File: src/design/serial_core_params.svh
`ifndef SERIAL_CORE_PARAMS_SVH
`define SERIAL_CORE_PARAMS_SVH

// Address of the first instruction fetch
`define CORE_RESET_PC 32'h0000_0000

// Data word width
`define CORE_XLEN 32

// Bit counter width for a pass of 2**CORE_CNT_W bits
`define CORE_CNT_W 5

`endif

File: src/design/serial_core_pkg.sv
`default_nettype none

`include "serial_core_params.svh"

package serial_core_pkg;

   typedef logic [`CORE_XLEN-1:0]  word_t;
   typedef logic [4:0]             reg_addr_t;
   typedef logic [`CORE_CNT_W-1:0] bit_cnt_t;

   typedef enum logic [1:0] {FETCH, RUN, MEM, LOAD_WB} core_state_e;

   typedef enum logic [1:0] {RD_ALU, RD_LINK, RD_IMM, RD_MEM} rd_src_e;

   typedef enum logic [2:0] {ALU_ADD, ALU_SUB, ALU_AND, ALU_OR, ALU_XOR} alu_op_e;

   // Decoded instruction held stable for the whole instruction
   typedef struct packed {
      reg_addr_t rd_addr;
      reg_addr_t rs1_addr;
      reg_addr_t rs2_addr;
      logic      rd_wen;
      alu_op_e   alu_op;
      logic      op_b_imm;
      rd_src_e   rd_src;
      logic      is_branch;
      logic      branch_ne;
      logic      is_jal;
      logic      is_load;
      logic      is_store;
   } dec_ctrl_t;

   typedef struct packed {
      word_t adr;
      word_t dat;
      logic  we;
      logic  cyc;
   } dbus_req_t;

endpackage

`default_nettype wire

File: src/design/serial_alu.sv
`timescale 1ns/1ps
`default_nettype none

module serial_alu
   import serial_core_pkg::*;
(
   input  wire logic     clk,
   input  wire logic     i_arst_n,
   input  wire logic     i_en,
   input  wire logic     i_first,
   input  wire alu_op_e  i_op,
   input  wire logic     i_rs1_bit,
   input  wire logic     i_op_b_bit,
   output logic          o_bit,
   output logic          o_cmp_eq
);

   logic is_sub;
   logic op_b;
   logic carry_in;
   logic carry_q;
   logic sum;
   logic carry_out;
   logic eq_in;
   logic eq_q;

   // Subtract as a + ~b + 1
   assign is_sub    = (i_op == ALU_SUB);
   assign op_b      = is_sub ? ~i_op_b_bit : i_op_b_bit;
   assign carry_in  = i_first ? is_sub : carry_q;
   assign sum       = i_rs1_bit ^ op_b ^ carry_in;
   assign carry_out = (i_rs1_bit & op_b) | (carry_in & (i_rs1_bit ^ op_b));

   assign eq_in = i_first ? 1'b1 : eq_q;

   always_comb begin
      case (i_op)
         ALU_AND: o_bit = i_rs1_bit & i_op_b_bit;
         ALU_OR:  o_bit = i_rs1_bit | i_op_b_bit;
         ALU_XOR: o_bit = i_rs1_bit ^ i_op_b_bit;
         default: o_bit = sum;
      endcase
   end

   always_ff @(posedge clk or negedge i_arst_n) begin
      if (!i_arst_n) begin
         carry_q <= 1'b0;
         eq_q    <= 1'b0;
      end else if (i_en) begin
         carry_q <= carry_out;
         eq_q    <= eq_in & (i_rs1_bit == i_op_b_bit);
      end
   end

   assign o_cmp_eq = eq_q;

endmodule

`default_nettype wire

File: src/design/serial_core_top.sv
`timescale 1ns/1ps
`default_nettype none

module serial_core_top
   import serial_core_pkg::*;
(
   input  wire logic   clk,
   input  wire logic   i_arst_n,
   output word_t       o_ibus_adr,
   output logic        o_ibus_cyc,
   input  wire word_t  i_ibus_rdt,
   input  wire logic   i_ibus_ack,
   output word_t       o_dbus_adr,
   output word_t       o_dbus_dat,
   output logic        o_dbus_we,
   output logic        o_dbus_cyc,
   input  wire word_t  i_dbus_rdt,
   input  wire logic   i_dbus_ack
);

   core_state_e state;
   bit_cnt_t    cnt;
   dec_ctrl_t   ctrl;
   dbus_req_t   dbus;
   logic        cnt_en, run_first, cnt_done, pass_end, fetch_go;
   logic        first_bit, rf_load, ibus_ack, dbus_ack;
   logic        imm_bit, rs1_bit, rs2_bit, op_b_bit;
   logic        alu_bit, cmp_eq, link_bit, mem_bit, rd_bit;

   // Acks outside a bus cycle are dropped
   assign ibus_ack  = i_ibus_ack & o_ibus_cyc;
   assign dbus_ack  = i_dbus_ack & dbus.cyc;
   assign first_bit = (cnt == '0);
   assign rf_load   = (state == RUN) & first_bit;
   assign op_b_bit  = ctrl.op_b_imm ? imm_bit : rs2_bit;

   always_comb begin
      case (ctrl.rd_src)
         RD_LINK: rd_bit = link_bit;
         RD_IMM:  rd_bit = imm_bit;
         RD_MEM:  rd_bit = mem_bit;
         default: rd_bit = alu_bit;
      endcase
   end

   assign o_dbus_adr = dbus.adr;
   assign o_dbus_dat = dbus.dat;
   assign o_dbus_we  = dbus.we;
   assign o_dbus_cyc = dbus.cyc;

   serial_state u_state (
      .clk(clk), .i_arst_n(i_arst_n), .i_ibus_ack(ibus_ack), .i_dbus_ack(dbus_ack),
      .i_ctrl(ctrl), .o_state(state), .o_cnt(cnt), .o_cnt_en(cnt_en),
      .o_run_first(run_first), .o_cnt_done(cnt_done), .o_pass_end(pass_end),
      .o_fetch_go(fetch_go));

   serial_decode u_decode (
      .clk(clk), .i_arst_n(i_arst_n), .i_ibus_rdt(i_ibus_rdt), .i_ibus_ack(ibus_ack),
      .i_cnt(cnt), .o_ctrl(ctrl), .o_imm_bit(imm_bit));

   serial_regfile u_regfile (
      .clk(clk), .i_arst_n(i_arst_n), .i_ctrl(ctrl), .i_load(rf_load), .i_shift(cnt_en),
      .i_rd_bit(rd_bit), .i_wr(pass_end), .o_rs1_bit(rs1_bit), .o_rs2_bit(rs2_bit));

   // ALU holds its flags outside the first pass
   serial_alu u_alu (
      .clk(clk), .i_arst_n(i_arst_n), .i_en(cnt_en & run_first), .i_first(first_bit),
      .i_op(ctrl.alu_op), .i_rs1_bit(rs1_bit), .i_op_b_bit(op_b_bit), .o_bit(alu_bit),
      .o_cmp_eq(cmp_eq));

   serial_ctrl u_ctrl (
      .clk(clk), .i_arst_n(i_arst_n), .i_cnt_en(cnt_en), .i_first(first_bit),
      .i_cnt_done(cnt_done), .i_run_first(run_first), .i_ctrl(ctrl), .i_imm_bit(imm_bit),
      .i_cmp_eq(cmp_eq), .i_fetch_go(fetch_go), .i_ibus_ack(ibus_ack),
      .o_link_bit(link_bit), .o_ibus_adr(o_ibus_adr), .o_ibus_cyc(o_ibus_cyc));

   serial_mem_if u_mem_if (
      .clk(clk), .i_arst_n(i_arst_n), .i_cnt_en(cnt_en), .i_run_first(run_first),
      .i_cnt_done(cnt_done), .i_ctrl(ctrl), .i_addr_bit(alu_bit), .i_rs2_bit(rs2_bit),
      .i_dbus_rdt(i_dbus_rdt), .i_dbus_ack(dbus_ack), .o_dbus(dbus), .o_mem_bit(mem_bit));

endmodule

`default_nettype wire

File: src/design/serial_ctrl.sv
`timescale 1ns/1ps
`default_nettype none

`include "serial_core_params.svh"

module serial_ctrl
   import serial_core_pkg::*;
(
   input  wire logic       clk,
   input  wire logic       i_arst_n,
   input  wire logic       i_cnt_en,
   input  wire logic       i_first,
   input  wire logic       i_cnt_done,
   input  wire logic       i_run_first,
   input  wire dec_ctrl_t  i_ctrl,
   input  wire logic       i_imm_bit,
   input  wire logic       i_cmp_eq,
   input  wire logic       i_fetch_go,
   input  wire logic       i_ibus_ack,
   output logic            o_link_bit,
   output word_t           o_ibus_adr,
   output logic            o_ibus_cyc
);

   word_t      pc_q;
   word_t      pc_imm_q;
   logic [2:0] four_q;
   logic       shift_en;
   logic       c4_in;
   logic       c4_q;
   logic       cimm_in;
   logic       cimm_q;
   logic       sum4;
   logic       sum_imm;
   logic       take;

   assign shift_en = i_cnt_en & i_run_first;

   // PC shifts out LSB first and PC+4 shifts in at the top
   assign c4_in   = i_first ? 1'b0 : c4_q;
   assign sum4    = pc_q[0] ^ four_q[0] ^ c4_in;
   assign cimm_in = i_first ? 1'b0 : cimm_q;
   assign sum_imm = pc_q[0] ^ i_imm_bit ^ cimm_in;

   assign o_link_bit = sum4;

   assign take       = i_ctrl.is_jal | (i_ctrl.is_branch & (i_cmp_eq ^ i_ctrl.branch_ne));
   assign o_ibus_adr = take ? pc_imm_q : pc_q;

   always_ff @(posedge clk or negedge i_arst_n) begin
      if (!i_arst_n) begin
         pc_q       <= `CORE_RESET_PC;
         c4_q       <= 1'b0;
         cimm_q     <= 1'b0;
         four_q     <= 3'b100;
         o_ibus_cyc <= 1'b1;
      end else begin
         if (shift_en) begin
            pc_q   <= {sum4, pc_q[31:1]};
            c4_q   <= (pc_q[0] & four_q[0]) | (c4_in & (pc_q[0] ^ four_q[0]));
            cimm_q <= (pc_q[0] & i_imm_bit) | (cimm_in & (pc_q[0] ^ i_imm_bit));
            // Marker lands on bit 2 of the next pass
            four_q <= i_cnt_done ? 3'b100 : {1'b0, four_q[2:1]};
         end else if (i_ibus_ack && take) begin
            pc_q <= pc_imm_q;
         end
         if (i_fetch_go) begin
            o_ibus_cyc <= 1'b1;
         end else if (i_ibus_ack) begin
            o_ibus_cyc <= 1'b0;
         end
      end
   end

   always_ff @(posedge clk) begin
      if (shift_en) begin
         pc_imm_q <= {sum_imm, pc_imm_q[31:1]};
      end
   end

endmodule

`default_nettype wire

File: src/design/serial_decode.sv
`timescale 1ns/1ps
`default_nettype none

module serial_decode
   import serial_core_pkg::*;
(
   input  wire logic      clk,
   input  wire logic      i_arst_n,
   input  wire word_t     i_ibus_rdt,
   input  wire logic      i_ibus_ack,
   input  wire bit_cnt_t  i_cnt,
   output dec_ctrl_t      o_ctrl,
   output logic           o_imm_bit
);

   localparam logic [6:0] OPC_OP     = 7'b0110011;
   localparam logic [6:0] OPC_OP_IMM = 7'b0010011;
   localparam logic [6:0] OPC_LUI    = 7'b0110111;
   localparam logic [6:0] OPC_JAL    = 7'b1101111;
   localparam logic [6:0] OPC_BRANCH = 7'b1100011;
   localparam logic [6:0] OPC_LOAD   = 7'b0000011;
   localparam logic [6:0] OPC_STORE  = 7'b0100011;

   word_t      instr_q;
   logic [6:0] opcode;
   logic [2:0] funct3;
   logic [6:0] funct7;
   logic       wr;
   word_t      imm;

   assign opcode = instr_q[6:0];
   assign funct3 = instr_q[14:12];
   assign funct7 = instr_q[31:25];

   // Zero decodes as an unknown opcode, so reset leaves a no-op
   always_ff @(posedge clk or negedge i_arst_n) begin
      if (!i_arst_n) begin
         instr_q <= '0;
      end else if (i_ibus_ack) begin
         instr_q <= i_ibus_rdt;
      end
   end

   always_comb begin
      o_ctrl          = '0;
      o_ctrl.rd_addr  = instr_q[11:7];
      o_ctrl.rs1_addr = instr_q[19:15];
      o_ctrl.rs2_addr = instr_q[24:20];
      o_ctrl.alu_op   = ALU_ADD;
      o_ctrl.rd_src   = RD_ALU;
      wr              = 1'b0;
      case (opcode)
         OPC_OP: begin
            wr = (funct7 == 7'b0000000);
            case (funct3)
               3'b000: begin
                  wr = (funct7 == 7'b0000000) | (funct7 == 7'b0100000);
                  o_ctrl.alu_op = funct7[5] ? ALU_SUB : ALU_ADD;
               end
               3'b111:  o_ctrl.alu_op = ALU_AND;
               3'b110:  o_ctrl.alu_op = ALU_OR;
               3'b100:  o_ctrl.alu_op = ALU_XOR;
               default: wr = 1'b0;
            endcase
         end
         OPC_OP_IMM: begin
            o_ctrl.op_b_imm = 1'b1;
            wr = 1'b1;
            case (funct3)
               3'b000:  o_ctrl.alu_op = ALU_ADD;
               3'b111:  o_ctrl.alu_op = ALU_AND;
               3'b110:  o_ctrl.alu_op = ALU_OR;
               3'b100:  o_ctrl.alu_op = ALU_XOR;
               default: wr = 1'b0;
            endcase
         end
         OPC_LUI: begin
            wr = 1'b1;
            o_ctrl.rd_src = RD_IMM;
         end
         OPC_JAL: begin
            wr = 1'b1;
            o_ctrl.rd_src = RD_LINK;
            o_ctrl.is_jal = 1'b1;
         end
         OPC_BRANCH: begin
            o_ctrl.is_branch = (funct3 == 3'b000) | (funct3 == 3'b001);
            o_ctrl.branch_ne = funct3[0];
         end
         OPC_LOAD: begin
            wr = (funct3 == 3'b010);
            o_ctrl.op_b_imm = 1'b1;
            o_ctrl.rd_src   = RD_MEM;
            o_ctrl.is_load  = (funct3 == 3'b010);
         end
         OPC_STORE: begin
            o_ctrl.op_b_imm = 1'b1;
            o_ctrl.is_store = (funct3 == 3'b010);
         end
         default: wr = 1'b0;
      endcase
      // x0 is never written
      o_ctrl.rd_wen = wr & (instr_q[11:7] != 5'd0);
   end

   always_comb begin
      case (opcode)
         OPC_STORE:  imm = {{20{instr_q[31]}}, instr_q[31:25], instr_q[11:7]};
         OPC_BRANCH: imm = {{19{instr_q[31]}}, instr_q[31], instr_q[7],
                            instr_q[30:25], instr_q[11:8], 1'b0};
         OPC_LUI:    imm = {instr_q[31:12], 12'b0};
         OPC_JAL:    imm = {{11{instr_q[31]}}, instr_q[31], instr_q[19:12],
                            instr_q[20], instr_q[30:21], 1'b0};
         default:    imm = {{20{instr_q[31]}}, instr_q[31:20]};
      endcase
   end

   assign o_imm_bit = imm[i_cnt];

endmodule

`default_nettype wire

File: src/design/serial_mem_if.sv
`timescale 1ns/1ps
`default_nettype none

module serial_mem_if
   import serial_core_pkg::*;
(
   input  wire logic       clk,
   input  wire logic       i_arst_n,
   input  wire logic       i_cnt_en,
   input  wire logic       i_run_first,
   input  wire logic       i_cnt_done,
   input  wire dec_ctrl_t  i_ctrl,
   input  wire logic       i_addr_bit,
   input  wire logic       i_rs2_bit,
   input  wire word_t      i_dbus_rdt,
   input  wire logic       i_dbus_ack,
   output dbus_req_t       o_dbus,
   output logic            o_mem_bit
);

   word_t adr_q;
   word_t dat_q;
   word_t rdt_q;
   logic  cyc_q;
   logic  mem_op;

   assign mem_op = i_ctrl.is_load | i_ctrl.is_store;

   // Word accesses only
   assign o_dbus.adr = {adr_q[31:2], 2'b00};
   assign o_dbus.dat = dat_q;
   assign o_dbus.we  = i_ctrl.is_store;
   assign o_dbus.cyc = cyc_q;

   assign o_mem_bit = rdt_q[0];

   always_ff @(posedge clk or negedge i_arst_n) begin
      if (!i_arst_n) begin
         cyc_q <= 1'b0;
      end else if (i_cnt_en && i_run_first && i_cnt_done && mem_op) begin
         cyc_q <= 1'b1;
      end else if (i_dbus_ack) begin
         cyc_q <= 1'b0;
      end
   end

   always_ff @(posedge clk) begin
      if (i_cnt_en && i_run_first) begin
         adr_q <= {i_addr_bit, adr_q[31:1]};
         dat_q <= {i_rs2_bit, dat_q[31:1]};
      end
      // Read word is shifted out during the write-back pass
      if (i_dbus_ack && i_ctrl.is_load) begin
         rdt_q <= i_dbus_rdt;
      end else if (i_cnt_en && !i_run_first) begin
         rdt_q <= rdt_q >> 1;
      end
   end

endmodule

`default_nettype wire

File: src/design/serial_regfile.sv
`timescale 1ns/1ps
`default_nettype none

module serial_regfile
   import serial_core_pkg::*;
(
   input  wire logic       clk,
   input  wire logic       i_arst_n,
   input  wire dec_ctrl_t  i_ctrl,
   input  wire logic       i_load,
   input  wire logic       i_shift,
   input  wire logic       i_rd_bit,
   input  wire logic       i_wr,
   output logic            o_rs1_bit,
   output logic            o_rs2_bit
);

   word_t regs [0:31];
   word_t rs1_q;
   word_t rs2_q;
   word_t rd_q;
   word_t rs1_word;
   word_t rs2_word;
   word_t rd_word;

   // Array read bypasses the shifter on the first bit
   assign rs1_word = !i_load ? rs1_q :
                     (i_ctrl.rs1_addr == 5'd0) ? '0 : regs[i_ctrl.rs1_addr];
   assign rs2_word = !i_load ? rs2_q :
                     (i_ctrl.rs2_addr == 5'd0) ? '0 : regs[i_ctrl.rs2_addr];

   assign o_rs1_bit = rs1_word[0];
   assign o_rs2_bit = rs2_word[0];

   // Includes the bit arriving in the write cycle
   assign rd_word = {i_rd_bit, rd_q[31:1]};

   always_ff @(posedge clk or negedge i_arst_n) begin
      if (!i_arst_n) begin
         rs1_q <= '0;
         rs2_q <= '0;
         rd_q  <= '0;
      end else if (i_shift) begin
         rs1_q <= rs1_word >> 1;
         rs2_q <= rs2_word >> 1;
         rd_q  <= rd_word;
      end
   end

   always_ff @(posedge clk) begin
      if (i_wr && i_ctrl.rd_wen) begin
         regs[i_ctrl.rd_addr] <= rd_word;
      end
   end

endmodule

`default_nettype wire

File: src/design/serial_state.sv
`timescale 1ns/1ps
`default_nettype none

module serial_state
   import serial_core_pkg::*;
(
   input  wire logic       clk,
   input  wire logic       i_arst_n,
   input  wire logic       i_ibus_ack,
   input  wire logic       i_dbus_ack,
   input  wire dec_ctrl_t  i_ctrl,
   output core_state_e     o_state,
   output bit_cnt_t        o_cnt,
   output logic            o_cnt_en,
   output logic            o_run_first,
   output logic            o_cnt_done,
   output logic            o_pass_end,
   output logic            o_fetch_go
);

   core_state_e state_q;
   core_state_e state_d;
   bit_cnt_t    cnt_q;
   logic        last_bit;
   logic        mem_op;

   assign mem_op      = i_ctrl.is_load | i_ctrl.is_store;
   assign last_bit    = (cnt_q == '1);
   assign o_state     = state_q;
   assign o_cnt       = cnt_q;
   assign o_cnt_en    = (state_q == RUN) | (state_q == LOAD_WB);
   assign o_run_first = (state_q == RUN);
   assign o_cnt_done  = o_cnt_en & last_bit;

   // Last bit of the instruction and the register write strobe
   assign o_pass_end = o_cnt_done & (((state_q == RUN) & !mem_op) | (state_q == LOAD_WB));

   // A store finishes at the data bus ack
   assign o_fetch_go = o_pass_end | ((state_q == MEM) & i_dbus_ack & i_ctrl.is_store);

   always_comb begin
      state_d = state_q;
      case (state_q)
         FETCH:   if (i_ibus_ack) state_d = RUN;
         RUN:     if (last_bit) state_d = mem_op ? MEM : FETCH;
         MEM:     if (i_dbus_ack) state_d = i_ctrl.is_load ? LOAD_WB : FETCH;
         LOAD_WB: if (last_bit) state_d = FETCH;
         default: state_d = FETCH;
      endcase
   end

   always_ff @(posedge clk or negedge i_arst_n) begin
      if (!i_arst_n) begin
         state_q <= FETCH;
         cnt_q   <= '0;
      end else begin
         state_q <= state_d;
         // Wraps back to zero after bit 31
         if (o_cnt_en) begin
            cnt_q <= cnt_q + 1'b1;
         end
      end
   end

endmodule

`default_nettype wire

File: config.mk
export PLATFORM = sky130hd
export DESIGN_NAME = serial_core_top
export DESIGN_NICKNAME = d
export VERILOG_FILES = /design/src/design/serial_core_pkg.sv /design/src/design/serial_alu.sv /design/src/design/serial_core_top.sv /design/src/design/serial_ctrl.sv /design/src/design/serial_decode.sv /design/src/design/serial_mem_if.sv /design/src/design/serial_regfile.sv /design/src/design/serial_state.sv
export VERILOG_INCLUDE_DIRS = /design/src /design/src/design
export SDC_FILE = /design/constraint.sdc
export NUM_CORES = 2
export LEC_CHECK = 0
export BUFFER_PORTS_ARGS = -buffer_cell sky130_fd_sc_hd__buf_4
export CORE_UTILIZATION = 45
export CTS_CLUSTER_SIZE = 14
export DETAILED_ROUTE_END_ITERATION = 6
export PLACE_DENSITY = 0.72
export REMOVE_ABC_BUFFERS = 1
export SLEW_MARGIN = 20
export SYNTH_ARGS = -nofsm -noshare
export SYNTH_HDL_FRONTEND = slang
export SYNTH_SLANG_ARGS = --single-unit
File: constraint.sdc
create_clock -name clk -period 6.15 [get_ports clk]
set_input_delay 0.615 -clock clk [delete_from_list [all_inputs] [get_ports clk]]
set_output_delay 0.615 -clock clk [all_outputs]
set_load 0.005 [all_outputs]
==> impl_metrics.csv <==
group,metric,value,unit
yosys,ys_seq_area_share,64.80,%
sta,rsz0062_at_grt,"false",
floorplan,core,0.1318,sq mm
yosys,ys_warn_count,0,
sta,worst_pin_slew,1.151,ns
job,drv_cap,0,
sta,slew_violations,0,
pwr,ir_worst_vdd,0.2921,mV
clocking,cts_root_buf,"clkbuf_16",
clocking,postCtsHoldBufs,1,
clocking,numCtsBuffers,135,
critical_path,rrSetupSlack,1.11,ns
sta,setup_ws,1.108,ns
yosys,syn_area,0.05998,sq mm
critical_path,critPathLaunchType,"flop",
placement,place.gp.congestion,0.8498,
pwr,power,17.61,mW
routing,avgRoutedWirePerCell,29.58,um
clocking,clock_sink_count,1323,
sta,hold_viol,0,
yosys,synth_top_area_share,57.57,%
floorplan,io_pins,167,
yosys,async_reset_ff_share,13.08,%
final_layout,fillers,10450,
clocking,cts_tree,"built",
pwr,leakagePower,18.25,nW
routing,num_vias,34970,
final_layout,insertedDiodeCount,0,
critical_path,cp.arrival,5.58,ns
critical_path,cp_max_fo,38,
placement,io_buffers,164,
hold_path,hold_path_startpoint,"i_dbus_ack",
clocking,clk_pin_slew,0.06,ns
routing,drtAntennaViolNets,0,
grt,grt_max_degree,132,
grt,grt_pass1_wl,234.3,mm
pwr,power.density,260.5,mW/mm^2
yosys,synth_area_per_cell,17.81,sq um
placement,hpwl,89.77,mm
grt,grt_overflow,0,
sta,finalClockSkew,0.02684,ns
yosys,yosys.area.top_type,"edfxtp_1",
critical_path,critical_path_class,"flop to flop",
grt,grt_pass1_vias,34970,
sta,whs,0.06857,ns
routing,dr.pass1.iters,5,
yosys,synth-edff-count,1150,
critical_path,cp-end-kind,"flop",
final_layout,area_delta_synth_final,12.70,%
floorplan,dieArea,0.1348,sq mm
yosys,synth_ff_type,"edfxtp_1",
sta,setup_viol,0,
grt,track_usage,23.40,%
clocking,post-cts-setup-buffers,0,
final_layout,num-nets-final,3596,
critical_path,r2r-end,"u_regfile.regs[5][31]",
sta,slew_headroom,23.06,%
yosys,synth.distinct_cells,73,
clocking,htreeDepth,4,
hold_path,hold_depth,2,
routing,remaining_drc_errors,0,
sta,fmax,0.1983,GHz
yosys,syn-instance-count,3367,
routing,drt_iter0_drc,4856,
clocking,worst_skew_pair.late_latency,0.76,ns
status,status,"complete, no violations",
clocking,clock_path_buffers,3,
yosys,synth_area_leaders,"edfxtp_1 58%, mux4_2 17%, dfrtp_1 7.1%",
final_layout,postLayoutCoreUtil,51.29,%
sta,period_minus_slack,5.042,ns
placement,dp_worst_setup_slack,1.270,ns
critical_path,r2r_start,"u_state.o_cnt[0]",
hold_path,min_to,"u_mem_if.cyc_q",
final_layout,drive_above_1_share,30.44,%
hold_path,holdCritPathClass,"input port to flop",
critical_path,required,6.69,ns
clocking,post_cts_resized,0,
routing,routed_wl,159.3,mm
floorplan,die_h,367.1,um
floorplan,start_util,45.51,%
routing,routed_via_density,6.493,
sta,period_share,81.99,%
floorplan,rows,133,
floorplan,die_w,367.1,um
grt,antenna_found_initial,3,
critical_path,rr_worst_depth,15,
yosys,yosys_register_bits,1323,
==> cell usage after synthesis, types with 4 or more instances <==
library cell / instances
dfrtp_1: 171
o211ai_1: 4
nand2_1: 73
buf_2: 78
nor2_1: 142
buf_1: 23
o21ai_0: 110
and2_1: 4
mux2i_1: 295
clkbuf_1: 149
or3b_2: 4
nor3_1: 70
o21a_1: 31
a21oi_1: 130
mux2_2: 155
buf_6: 4
o22ai_1: 65
or2_2: 4
nand3_1: 11
nor4_1: 4
inv_1: 16
nand2b_1: 8
mux4_2: 453
edfxtp_1: 1150
buf_4: 5
nor2b_1: 4
ha_1: 5
clkinv_1: 4
o221ai_1: 126
==> area by class of cell <==
| cell class | count | area (sq um) | share of cell area (%) |
|---|---|---|---|
| sequential | 1323 | 38910 | 57.57 |
| clock buffer | 196 | 3781 | 5.593 |
| clock inverter | 51 | 395.4 | 0.5849 |
| timing repair buffer | 243 | 1909 | 2.824 |
| inverter | 20 | 78.83 | 0.1166 |
| multi-input combinational | 1797 | 20320 | 30.07 |
| tap | 1755 | 2196 | 3.248 |
==> registers in the layout (all words and copies together) (netlist names), 2 cells and up <==
name              cells
u_mem_if.adr_q       30
u_decode.instr_q     32
u_ctrl.pc_q          32
u_ctrl.pc_imm_q      32
u_regfile.rs1_q      31
u_regfile.rs2_q      31
u_state.o_cnt         5
u_mem_if.rdt_q       32
u_regfile.regs     1024
u_mem_if.dat_q       32
u_regfile.rd_q       31
u_state.o_state       2
u_ctrl.four_q         3
==> per-stage QoR <==
step / TNS [ns] / instances / instance area, sq um
after global placement: 0 / 5137 / 63400
final: 0 / 5385 / 67600
after floorplan: -1018.62 / 3140 / 58980
after global routing: 0 / 5385 / 67600
after detailed placement: 0 / 5137 / 63400
after CTS: 0 / 5385 / 67590
==> cells in the final DEF (no fill, tap or decap), types with 110 or more instances in the layout <==
master and instances:
edfxtp_1 1150, clkbuf_16 138, buf_4 235, a21oi_1 130, o221ai_1 126, dfrtp_1 151, nor2_1 110, o21ai_0 110
mux2_2 155, mux2i_1 295, mux4_2 453
==> routing by layer <==
layer | up-vias | part of all wire [%] | GRT usage [%]
met5 | - | 0.0069 | 0
met4 | 2 | 3.0 | 7.660
met3 | 327 | 9.8 | 4.892
met2 | 2010 | 48 | 36.98
met1 | 18350 | 39 | 32.52
li1 | 14280 | - | -
==> worst max path at each step <==
stage	depth (start not counted)	end	start	slack [ns]
finish	15	u_regfile.regs[5][31]	u_state.o_cnt[0]	1.11
global route	15	u_regfile.regs[0][31]	u_state.o_cnt[0]	0.78
CTS	15	u_regfile.regs[14][31]	u_state.o_cnt[0]	1.20
detailed placement	15	u_regfile.regs[21][31]	u_state.o_cnt[0]	1.27
global placement	15	u_regfile.regs[21][31]	u_state.o_cnt[0]	1.35
floorplan	11	u_regfile.regs[0][31]	u_decode.instr_q[15]	-12.01
==> where the power goes <==
part           switching [mW]  internal, mW
clock network            3.42          4.45
logic                  0.0577        0.0503
registers             0.00396          9.63
total                    3.48          14.1
==> critical path, cell delays in order, from the launching register on <==
cell and delay, ns:
dfrtp_1 0.83, inv_1 0.17, ha_1 0.23, or4b_1 0.35, or2_2 0.21, buf_4 0.48, nor2_4 0.07, a22oi_1 0.31
inv_1 0.14, ha_1 0.31, or3b_2 0.44, o41ai_1 0.25, a211oi_1 0.12, a31oi_1 0.31, a21boi_2 0.27, buf_4 0.32
==> cell families after synthesis <==
logic type / count (synthesis) / synth area share [%]
other: 1 / 0.006252
buffers and inverters: 280 / 1.998
DFF: 1323 / 64.80
AOI/OAI and AO/OA: 503 / 5.488
adders and majority gates: 8 / 0.2044
and+or+nand+nor: 344 / 2.591
xor gates and xnor gates: 5 / 0.07302
muxes: 903 / 24.84
Power figures use the tool's default switching activity.
